`config.mk`:
```
export PLATFORM = sky130hd
export DESIGN_NAME = soc_bus
export DESIGN_NICKNAME = d
export VERILOG_FILES = /design/src/soc_bus_pkg.sv /design/src/soc_bus_slice.sv /design/src/soc_bus_arbiter.sv /design/src/soc_bus_decoder.sv /design/src/soc_bus.sv
export SDC_FILE = /design/constraint.sdc
export NUM_CORES = 1
export LEC_CHECK = 0
export BUFFER_PORTS_ARGS = -buffer_cell sky130_fd_sc_hd__buf_2
export CORE_ASPECT_RATIO = 0.9
export CORE_MARGIN = 10
export CORE_UTILIZATION = 45
export DETAILED_ROUTE_END_ITERATION = 10
export PLACE_DENSITY = 0.63
export SYNTH_ARGS = -nofsm -noshare
export SYNTH_HDL_FRONTEND = slang
export SYNTH_SLANG_ARGS = --single-unit
```
`constraint.sdc`:
```
create_clock -name clk_i -period 6.5 [get_ports clk_i]
set_input_delay 1.3 -clock clk_i [delete_from_list [all_inputs] [get_ports clk_i]]
set_output_delay 1.3 -clock clk_i [all_outputs]
set_load 0.03 [all_outputs]
```
`src/soc_bus_pkg.sv`:
```
// Shared widths, ID sizing and the fixed part of the address map
// Cluster count, L2 port count and region sizes are top-level parameters
package soc_bus_pkg;

  localparam int unsigned addr_w   = 32;
  localparam int unsigned data_w   = 32;
  localparam int unsigned inp_id_w = 4;   // ID width at the cluster ports

  typedef logic [addr_w-1:0] addr_t;
  typedef logic [data_w-1:0] data_t;

  // Cluster regions are equally spaced, each smaller than its stride
  localparam addr_t cluster_base   = 32'h1000_0000;
  localparam addr_t cluster_stride = 32'h0040_0000;
  localparam addr_t cluster_size   = 32'h0030_0000;

  localparam addr_t l2_base     = 32'h1C00_0000;  // L2 ports sit back to back
  localparam addr_t periph_base = 32'h1A10_0000;

  // Clusters, then L2 ports, then the peripheral port
  function automatic int unsigned n_targets(input int unsigned n_clusters,
                                            input int unsigned l2_n_ports);
    return n_clusters + l2_n_ports + 1;
  endfunction

  // Bits needed for a source index, never less than one
  function automatic int unsigned src_idx_w(input int unsigned n_src);
    return (n_src > 1) ? $clog2(n_src) : 1;
  endfunction

  // Input ID widened by the source index
  function automatic int unsigned oup_id_w(input int unsigned n_clusters);
    return inp_id_w + src_idx_w(n_clusters);
  endfunction

endpackage

```
`src/soc_bus_slice.sv`:
```
// Valid/ready FIFO slice for any packed payload
// DEPTH 0 is a combinational pass-through with no storage
// When full, out_ready reaches in_ready through logic only
`timescale 1ns/10ps

module soc_bus_slice #(
  parameter type         payload_t = logic,
  parameter int unsigned DEPTH     = 2
) (
  input  logic     clk_i,
  input  logic     rst_n,
  input  logic     in_valid,
  input  payload_t in_data,
  output logic     in_ready,
  output logic     out_valid,
  output payload_t out_data,
  input  logic     out_ready
);

  if (DEPTH == 0) begin : gen_bypass
    assign out_valid = in_valid;
    assign out_data  = in_data;
    assign in_ready  = out_ready;
  end else begin : gen_fifo
    localparam int unsigned PTR_W = (DEPTH > 1) ? $clog2(DEPTH) : 1;
    localparam int unsigned CNT_W = $clog2(DEPTH + 1);

    payload_t         mem [DEPTH];
    logic [PTR_W-1:0] wr_ptr;
    logic [PTR_W-1:0] rd_ptr;
    logic [CNT_W-1:0] count;
    logic             push;
    logic             pop;

    assign out_valid = (count != '0);
    assign out_data  = mem[rd_ptr];
    // Full slice still takes a beat when the head leaves this cycle
    assign in_ready  = (count != CNT_W'(DEPTH)) || out_ready;

    assign push = in_valid && in_ready;
    assign pop  = out_valid && out_ready;

    always_ff @(posedge clk_i) begin
      if (!rst_n) begin
        wr_ptr <= '0;
        rd_ptr <= '0;
        count  <= '0;
      end else begin
        if (push) begin
          wr_ptr <= (wr_ptr == PTR_W'(DEPTH - 1)) ? '0 : wr_ptr + 1'b1;
        end
        if (pop) begin
          rd_ptr <= (rd_ptr == PTR_W'(DEPTH - 1)) ? '0 : rd_ptr + 1'b1;
        end
        case ({push, pop})
          2'b10:   count <= count + 1'b1;
          2'b01:   count <= count - 1'b1;
          default: count <= count;  // Both or neither
        endcase
      end
    end

    // Payload memory
    always_ff @(posedge clk_i) begin
      if (push) begin
        mem[wr_ptr] <= in_data;
      end
    end
  end

endmodule

```
`src/soc_bus_arbiter.sv`:
```
// Round-robin arbiter, combinational from request to output
// Grant is held while the output is stalled, so the payload stays stable
`timescale 1ns/10ps

module soc_bus_arbiter import soc_bus_pkg::*; #(
  parameter int unsigned N_SRC = 4
) (
  input  logic                                  clk_i,
  input  logic                                  rst_n,
  input  logic [N_SRC-1:0]                      src_valid,
  output logic [N_SRC-1:0]                      src_ready,
  input  addr_t [N_SRC-1:0]                     src_addr,
  input  data_t [N_SRC-1:0]                     src_data,
  input  logic  [N_SRC-1:0][inp_id_w-1:0]       src_id,
  output logic                                  req_valid,
  input  logic                                  req_ready,
  output addr_t                                 req_addr,
  output data_t                                 req_data,
  output logic  [oup_id_w(N_SRC)-1:0]           req_id
);

  localparam int unsigned SRC_W = src_idx_w(N_SRC);

  logic [SRC_W-1:0] prio_q;     // First source to look at
  logic             lock_q;
  logic [SRC_W-1:0] lock_idx_q;
  logic [SRC_W-1:0] pick_idx;
  logic             pick_found;
  logic [SRC_W-1:0] grant_idx;
  logic             xfer;

  // Search upward from the pointer with wrap-around
  always_comb begin
    int unsigned idx;
    pick_idx   = prio_q;
    pick_found = 1'b0;
    for (int unsigned k = 0; k < N_SRC; k++) begin
      idx = (int'(prio_q) + k) % N_SRC;
      if (!pick_found && src_valid[idx]) begin
        pick_found = 1'b1;
        pick_idx   = SRC_W'(idx);
      end
    end
  end

  assign grant_idx = lock_q ? lock_idx_q : pick_idx;
  assign req_valid = lock_q ? src_valid[lock_idx_q] : pick_found;
  assign xfer      = req_valid && req_ready;

  always_comb begin
    src_ready            = '0;
    src_ready[grant_idx] = xfer;
  end

  assign req_addr = src_addr[grant_idx];
  assign req_data = src_data[grant_idx];
  assign req_id   = {grant_idx, src_id[grant_idx]};  // Source index on top

  always_ff @(posedge clk_i) begin
    if (!rst_n) begin
      prio_q     <= '0;
      lock_q     <= 1'b0;
      lock_idx_q <= '0;
    end else if (xfer) begin
      lock_q <= 1'b0;
      prio_q <= (grant_idx == SRC_W'(N_SRC - 1)) ? '0 : grant_idx + 1'b1;
    end else if (req_valid) begin
      // Stalled, keep this winner until it goes
      lock_q     <= 1'b1;
      lock_idx_q <= grant_idx;
    end
  end

endmodule

```
`src/soc_bus_decoder.sv`:
```
// Address decoder and target demux, rules follow the SoC address map
// A miss is taken at once and reported by a registered one-cycle strobe
`timescale 1ns/10ps

module soc_bus_decoder import soc_bus_pkg::*; #(
  parameter int unsigned N_CLUSTERS          = 4,
  parameter int unsigned L2_N_PORTS          = 2,
  parameter int unsigned L2_N_BYTES_PER_PORT = 32'h0010_0000,
  parameter int unsigned PERIPH_N_BYTES      = 32'h0001_0000
) (
  input  logic                                           clk_i,
  input  logic                                           rst_n,
  input  logic                                           req_valid,
  input  addr_t                                          req_addr,
  input  data_t                                          req_data,
  input  logic [oup_id_w(N_CLUSTERS)-1:0]                req_id,
  output logic                                           req_ready,
  output logic [n_targets(N_CLUSTERS, L2_N_PORTS)-1:0]   tgt_valid,
  input  logic [n_targets(N_CLUSTERS, L2_N_PORTS)-1:0]   tgt_ready,
  output addr_t                                          tgt_addr,
  output data_t                                          tgt_data,
  output logic [oup_id_w(N_CLUSTERS)-1:0]                tgt_id,
  output logic                                           err_valid,
  output addr_t                                          err_addr,
  output logic [oup_id_w(N_CLUSTERS)-1:0]                err_id
);

  localparam int unsigned N_TGT      = n_targets(N_CLUSTERS, L2_N_PORTS);
  localparam int unsigned TGT_W      = src_idx_w(N_TGT);
  localparam int unsigned IDX_L2     = N_CLUSTERS;
  localparam int unsigned IDX_PERIPH = N_CLUSTERS + L2_N_PORTS;

  addr_t [N_TGT-1:0] start_addr;
  addr_t [N_TGT-1:0] end_addr;    // Inclusive
  logic  [TGT_W-1:0] hit_idx;
  logic              hit;

  always_comb begin
    for (int i = 0; i < N_CLUSTERS; i++) begin
      start_addr[i] = cluster_base + addr_t'(i) * cluster_stride;
      end_addr[i]   = start_addr[i] + cluster_size - 1;
    end
    for (int i = 0; i < L2_N_PORTS; i++) begin
      start_addr[IDX_L2+i] = l2_base + addr_t'(i) * addr_t'(L2_N_BYTES_PER_PORT);
      end_addr[IDX_L2+i]   = start_addr[IDX_L2+i] + addr_t'(L2_N_BYTES_PER_PORT) - 1;
    end
    start_addr[IDX_PERIPH] = periph_base;
    end_addr[IDX_PERIPH]   = periph_base + addr_t'(PERIPH_N_BYTES) - 1;
  end

  // Regions do not overlap, lowest index taken anyway
  always_comb begin
    hit     = 1'b0;
    hit_idx = '0;
    for (int i = 0; i < N_TGT; i++) begin
      if (!hit && req_addr >= start_addr[i] && req_addr <= end_addr[i]) begin
        hit     = 1'b1;
        hit_idx = TGT_W'(i);
      end
    end
  end

  always_comb begin
    tgt_valid = '0;
    if (hit) begin
      tgt_valid[hit_idx] = req_valid;
    end
  end

  assign req_ready = hit ? tgt_ready[hit_idx] : 1'b1;  // Misses are dropped

  // Payload is shared, qualified per target by tgt_valid
  assign tgt_addr = req_addr;
  assign tgt_data = req_data;
  assign tgt_id   = req_id;

  always_ff @(posedge clk_i) begin
    if (!rst_n) begin
      err_valid <= 1'b0;
    end else begin
      err_valid <= req_valid && !hit;
    end
  end

  always_ff @(posedge clk_i) begin
    if (req_valid && !hit) begin
      err_addr <= req_addr;
      err_id   <= req_id;
    end
  end

endmodule

```
`src/soc_bus.sv`:
```
// Single-beat write request interconnect, clusters to cluster/L2/peripheral targets
// No responses, reads or bursts, one address region per target
`timescale 1ns/10ps

module soc_bus import soc_bus_pkg::*; #(
  parameter int unsigned N_CLUSTERS          = 4,
  parameter int unsigned L2_N_PORTS          = 2,
  parameter int unsigned L2_N_BYTES_PER_PORT = 32'h0010_0000,  // Bytes
  parameter int unsigned PERIPH_N_BYTES      = 32'h0001_0000,  // Bytes
  parameter int unsigned MST_SLICE_DEPTH     = 2,
  parameter int unsigned SLV_SLICE_DEPTH     = 2
) (
  input  logic                                           clk_i,
  input  logic                                           rst_n,
  input  logic [N_CLUSTERS-1:0]                          cl_valid,
  output logic [N_CLUSTERS-1:0]                          cl_ready,
  input  addr_t [N_CLUSTERS-1:0]                         cl_addr,
  input  data_t [N_CLUSTERS-1:0]                         cl_data,
  input  logic [N_CLUSTERS-1:0][inp_id_w-1:0]            cl_id,
  output logic [n_targets(N_CLUSTERS, L2_N_PORTS)-1:0]   tgt_valid,
  input  logic [n_targets(N_CLUSTERS, L2_N_PORTS)-1:0]   tgt_ready,
  output addr_t                                          tgt_addr,
  output data_t                                          tgt_data,
  output logic [oup_id_w(N_CLUSTERS)-1:0]                tgt_id,
  output logic                                           err_valid,
  output addr_t                                          err_addr,
  output logic [oup_id_w(N_CLUSTERS)-1:0]                err_id
);

  localparam int unsigned OUT_ID_W = oup_id_w(N_CLUSTERS);

  typedef struct packed {
    addr_t               addr;
    data_t               data;
    logic [inp_id_w-1:0] id;
  } in_beat_t;

  typedef struct packed {
    addr_t               addr;
    data_t               data;
    logic [OUT_ID_W-1:0] id;
  } out_beat_t;

  in_beat_t [N_CLUSTERS-1:0]        cl_beat;
  in_beat_t [N_CLUSTERS-1:0]        mst_beat;
  logic  [N_CLUSTERS-1:0]           mst_valid;
  logic  [N_CLUSTERS-1:0]           mst_ready;
  addr_t [N_CLUSTERS-1:0]           mst_addr;
  data_t [N_CLUSTERS-1:0]           mst_data;
  logic  [N_CLUSTERS-1:0][inp_id_w-1:0] mst_id;

  out_beat_t arb_beat;
  logic      arb_valid;
  logic      arb_ready;
  out_beat_t slv_beat;
  logic      slv_valid;
  logic      slv_ready;

  for (genvar i = 0; i < N_CLUSTERS; i++) begin : gen_mst_slice
    assign cl_beat[i] = '{addr: cl_addr[i], data: cl_data[i], id: cl_id[i]};

    soc_bus_slice #(
      .payload_t (in_beat_t),
      .DEPTH     (MST_SLICE_DEPTH)
    ) u_mst_slice (
      .clk_i     (clk_i),
      .rst_n     (rst_n),
      .in_valid  (cl_valid[i]),
      .in_data   (cl_beat[i]),
      .in_ready  (cl_ready[i]),
      .out_valid (mst_valid[i]),
      .out_data  (mst_beat[i]),
      .out_ready (mst_ready[i])
    );

    assign mst_addr[i] = mst_beat[i].addr;
    assign mst_data[i] = mst_beat[i].data;
    assign mst_id[i]   = mst_beat[i].id;
  end

  soc_bus_arbiter #(
    .N_SRC (N_CLUSTERS)
  ) u_arbiter (
    .clk_i     (clk_i),
    .rst_n     (rst_n),
    .src_valid (mst_valid),
    .src_ready (mst_ready),
    .src_addr  (mst_addr),
    .src_data  (mst_data),
    .src_id    (mst_id),
    .req_valid (arb_valid),
    .req_ready (arb_ready),
    .req_addr  (arb_beat.addr),
    .req_data  (arb_beat.data),
    .req_id    (arb_beat.id)
  );

  soc_bus_slice #(
    .payload_t (out_beat_t),
    .DEPTH     (SLV_SLICE_DEPTH)
  ) u_slv_slice (
    .clk_i     (clk_i),
    .rst_n     (rst_n),
    .in_valid  (arb_valid),
    .in_data   (arb_beat),
    .in_ready  (arb_ready),
    .out_valid (slv_valid),
    .out_data  (slv_beat),
    .out_ready (slv_ready)
  );

  soc_bus_decoder #(
    .N_CLUSTERS          (N_CLUSTERS),
    .L2_N_PORTS          (L2_N_PORTS),
    .L2_N_BYTES_PER_PORT (L2_N_BYTES_PER_PORT),
    .PERIPH_N_BYTES      (PERIPH_N_BYTES)
  ) u_decoder (
    .clk_i     (clk_i),
    .rst_n     (rst_n),
    .req_valid (slv_valid),
    .req_addr  (slv_beat.addr),
    .req_data  (slv_beat.data),
    .req_id    (slv_beat.id),
    .req_ready (slv_ready),
    .tgt_valid (tgt_valid),
    .tgt_ready (tgt_ready),
    .tgt_addr  (tgt_addr),
    .tgt_data  (tgt_data),
    .tgt_id    (tgt_id),
    .err_valid (err_valid),
    .err_addr  (err_addr),
    .err_id    (err_id)
  );

endmodule

```
==> out/qor.yml <==
status: "finished, final reports clean"
syn_area_sq_um: 29900
cp.required_ns: 5.20
ctsResizeCount: 0
wl_per_cell_um: 25.0
cts_max_level: 3
synth_most_common_cell: "edfxtp_1"
cts_buffer_depth: 3
ant_nets: 0
cts.sinks: 753
end_kind: "output port"
irDropWorstVdd_mv: 0.632
cellLeakagePower_nw: 12.4
die_x_um: 292
dr.first_iter.drc_count: 1504
core-area_sq_um: 65700
clockRootBuffer: "clkbuf_16"
grt_max_degree: 153
drc_errors: 0
vias: 17400
postCtsHoldBufs: 0
synth_cell_types: 64
period_needed_ns: 5.42
gr-usage-all-layers_pct: 19.8
fin_crit_sh_pct: 83.4
drt_wl_total_um: 78900
io_buffers: 404
post_cts_buffers: 0
startpoint_type: "register"
nNetsFinal: 2512
synth_edf_count: 722
final-setup-viol-count: 0
rsz0062_at_grt: "no"
slew_violations: 0
synth_top_area_share_pct: 72.5
clkTransAtPathRegs_ns: 0.06
globalplace.congestion: 0.870
cts_tree: "yes"
grt_pass1_vias: 17900
skew_ns: 0.0265
slew_headroom_pct: 19.3
synthTopCellsByArea: "edfxtp_1, mux2_2, mux2i_1"
dr.pass1.iters: 7
whs_ns: 0.470
hpwl_um: 54200
syn_inst: 1813
grt_pass1_wl_um: 114000
criticalPathCategory: "reg2out"
ys_seq_area_share_pct: 74.6
worstMarginPinSlew_ns: 1.21
rows: 89
fin_tns_setup_ns: 0
yosysWarnings: 0
ys_async_sr_fraction_pct: 0
placed_cells: 3002
layout_setup_ws_ns: 1.08
fmax_mhz: 184
initial_core_util_pct: 45.5
path_max_fanout: 53
worstPathArrival_ns: 4.12
synth_ff_type: "edfxtp_1"
via_per_inst: 5.52
drive_gt1_share_pct: 33.8
hold_viol_final: 0
syn_area_per_cell_sq_um: 16.5
syn-num-nets: 2107
clock_latency_ns: 0.62
overflow: 0
antenna_found_initial: 9
powerDensity_nw_per_um2: 631
ios: 405
yosysTopAreaCell: "edfxtp_1"
dieHeight_um: 265
dieArea_sq_um: 77200
pre_cts_slack_ns: 1.57
final_util_pct: 54.0
cap_viol_max_count: 0
finalNonFillerCells: 3151
ys_seq_elements: 753
areaGrowthSynthToFinish_pct: 18.6
min_path_type: "reg2reg"
ys_top_cells_by_count: "edfxtp_1, mux2_2, mux2i_1"
cts_buffers: 78
## kinds of logic (layout without fill, tap and decap cells)
logic type	Yosys count	in the layout	synth area share, %
buffers and inverters	115	585	1.59
other	0	4	0
flip-flops	753	753	74.6
AND/OR/NAND/NOR	291	291	4.80
AO/OA/AOI/OAI	283	283	5.70
adder cells (fa/ha/maj)	9	9	0.377
XOR/XNOR	10	10	0.293
multiplexers	352	352	12.7
## metrics by stage
stage	power [mW]	instance area, sq um
5_1_grt	23.6	35500
3_5_place_dp	18.1	32800
4_1_cts	22.6	35500
2_1_floorplan	14.7	29900
6_report	22.4	35500
3_3_place_gp	17.8	32800
## placed cells by master, fill, tap and decap left out, drive strengths merged, types with 3 or more instances in the layout
master  synthesis  final
nand2          91     91
inv            15     20
xnor2           5      5
ha              9      9
o211ai         70     70
a211oi          3      3
bufinv          0     10
xor2            5      5
nand3          17     17
and2            6      6
dfxtp          31     31
a31oi           5      5
nor3b           3      3
a31o            4      4
mux2          196    196
mux2i         155    155
diode           0      4
buf            16    424
o21ai          92     92
nand4           3      3
a21oi          88     88
nand2b         13     13
nor2b          10     10
a21o            4      4
clkbuf         83     97
or4             4      4
edfxtp        722    722
clkinv          1     34
and3            5      5
and4            3      3
o22ai           3      3
nor3           11     11
or3             7      7
nor4            8      8
nor2           94     94
nor4b           8      8
## power breakdown
| part | switching (mW) | leakage [nW] | internal (mW) |
|---|---|---|---|
| logic | 6.33 | 4.05 | 2.55 |
| registers | 0.771 | 7.10 | 8.18 |
| clock network | 1.83 | 1.29 | 2.71 |
## flip-flops by register name (all words and copies together), names as in the netlist, named ones only
name and count:
gen_mst_slice.u_mst_slice.gen_fifo.mem 544, u_slv_slice.gen_fifo.mem 140, u_decoder.err_addr 32, gen_mst_slice.u_mst_slice.gen_fifo.count 8, u_decoder.err_id 6, gen_mst_slice.u_mst_slice.gen_fifo.rd_ptr 4, gen_mst_slice.u_mst_slice.gen_fifo.wr_ptr 4, u_arbiter.lock_idx_q 2
u_arbiter.prio_q 2, u_slv_slice.gen_fifo.count 2, u_arbiter.lock_q 1, u_decoder.err_valid 1, u_slv_slice.gen_fifo.rd_ptr 1, u_slv_slice.gen_fifo.wr_ptr 1
## worst max-delay path, stage by stage (launching register included)
cell and delay (ns):
dfxtp_4 0.81, buf_4 0.58, and4_1 0.28, a22oi_1 0.08
a21oi_1 0.17, a31oi_1 0.18, o2111ai_1 0.43, o2111ai_2 0.34
a31o_2 0.36, buf_2 0.18
## layout make-up
cell class                      count  area, sq um
Multi-Input combinational cell    945         7190
Fill cell                        5334        30200
Inverter                           16         62.6
Tap cell                          864         1080
Clock inverter                     48          502
Timing Repair Buffer              424         2180
Sequential cell                   753        22300
Clock buffer                       97         2110
Antenna cell                        4         10.0
## per-layer routing
metal	track usage (%)	vias to the layer above	wire (um)
li1	-	7861	-
met2	32.9	617	38600
met3	5.49	127	5750
met4	5.97	6	1980
met1	25.0	8770	32500
met5	0	-	46
## path summary, 6_finish.rpt
check,from,end,slack (ns),cells past startpoint
worst max-delay path,register,cl_ready[0],1.08,9
worst min-delay path,gen_mst_slice[3].u_mst_slice.gen_fifo.rd_ptr,register,0.47,2
worst max register to register,register,gen_mst_slice[0].u_mst_slice.gen_fifo.mem[0][5],1.53,10
worst min register to register,gen_mst_slice[3].u_mst_slice.gen_fifo.rd_ptr,register,0.47,2
No activity file was read; power rests on OpenSTA's default activity.
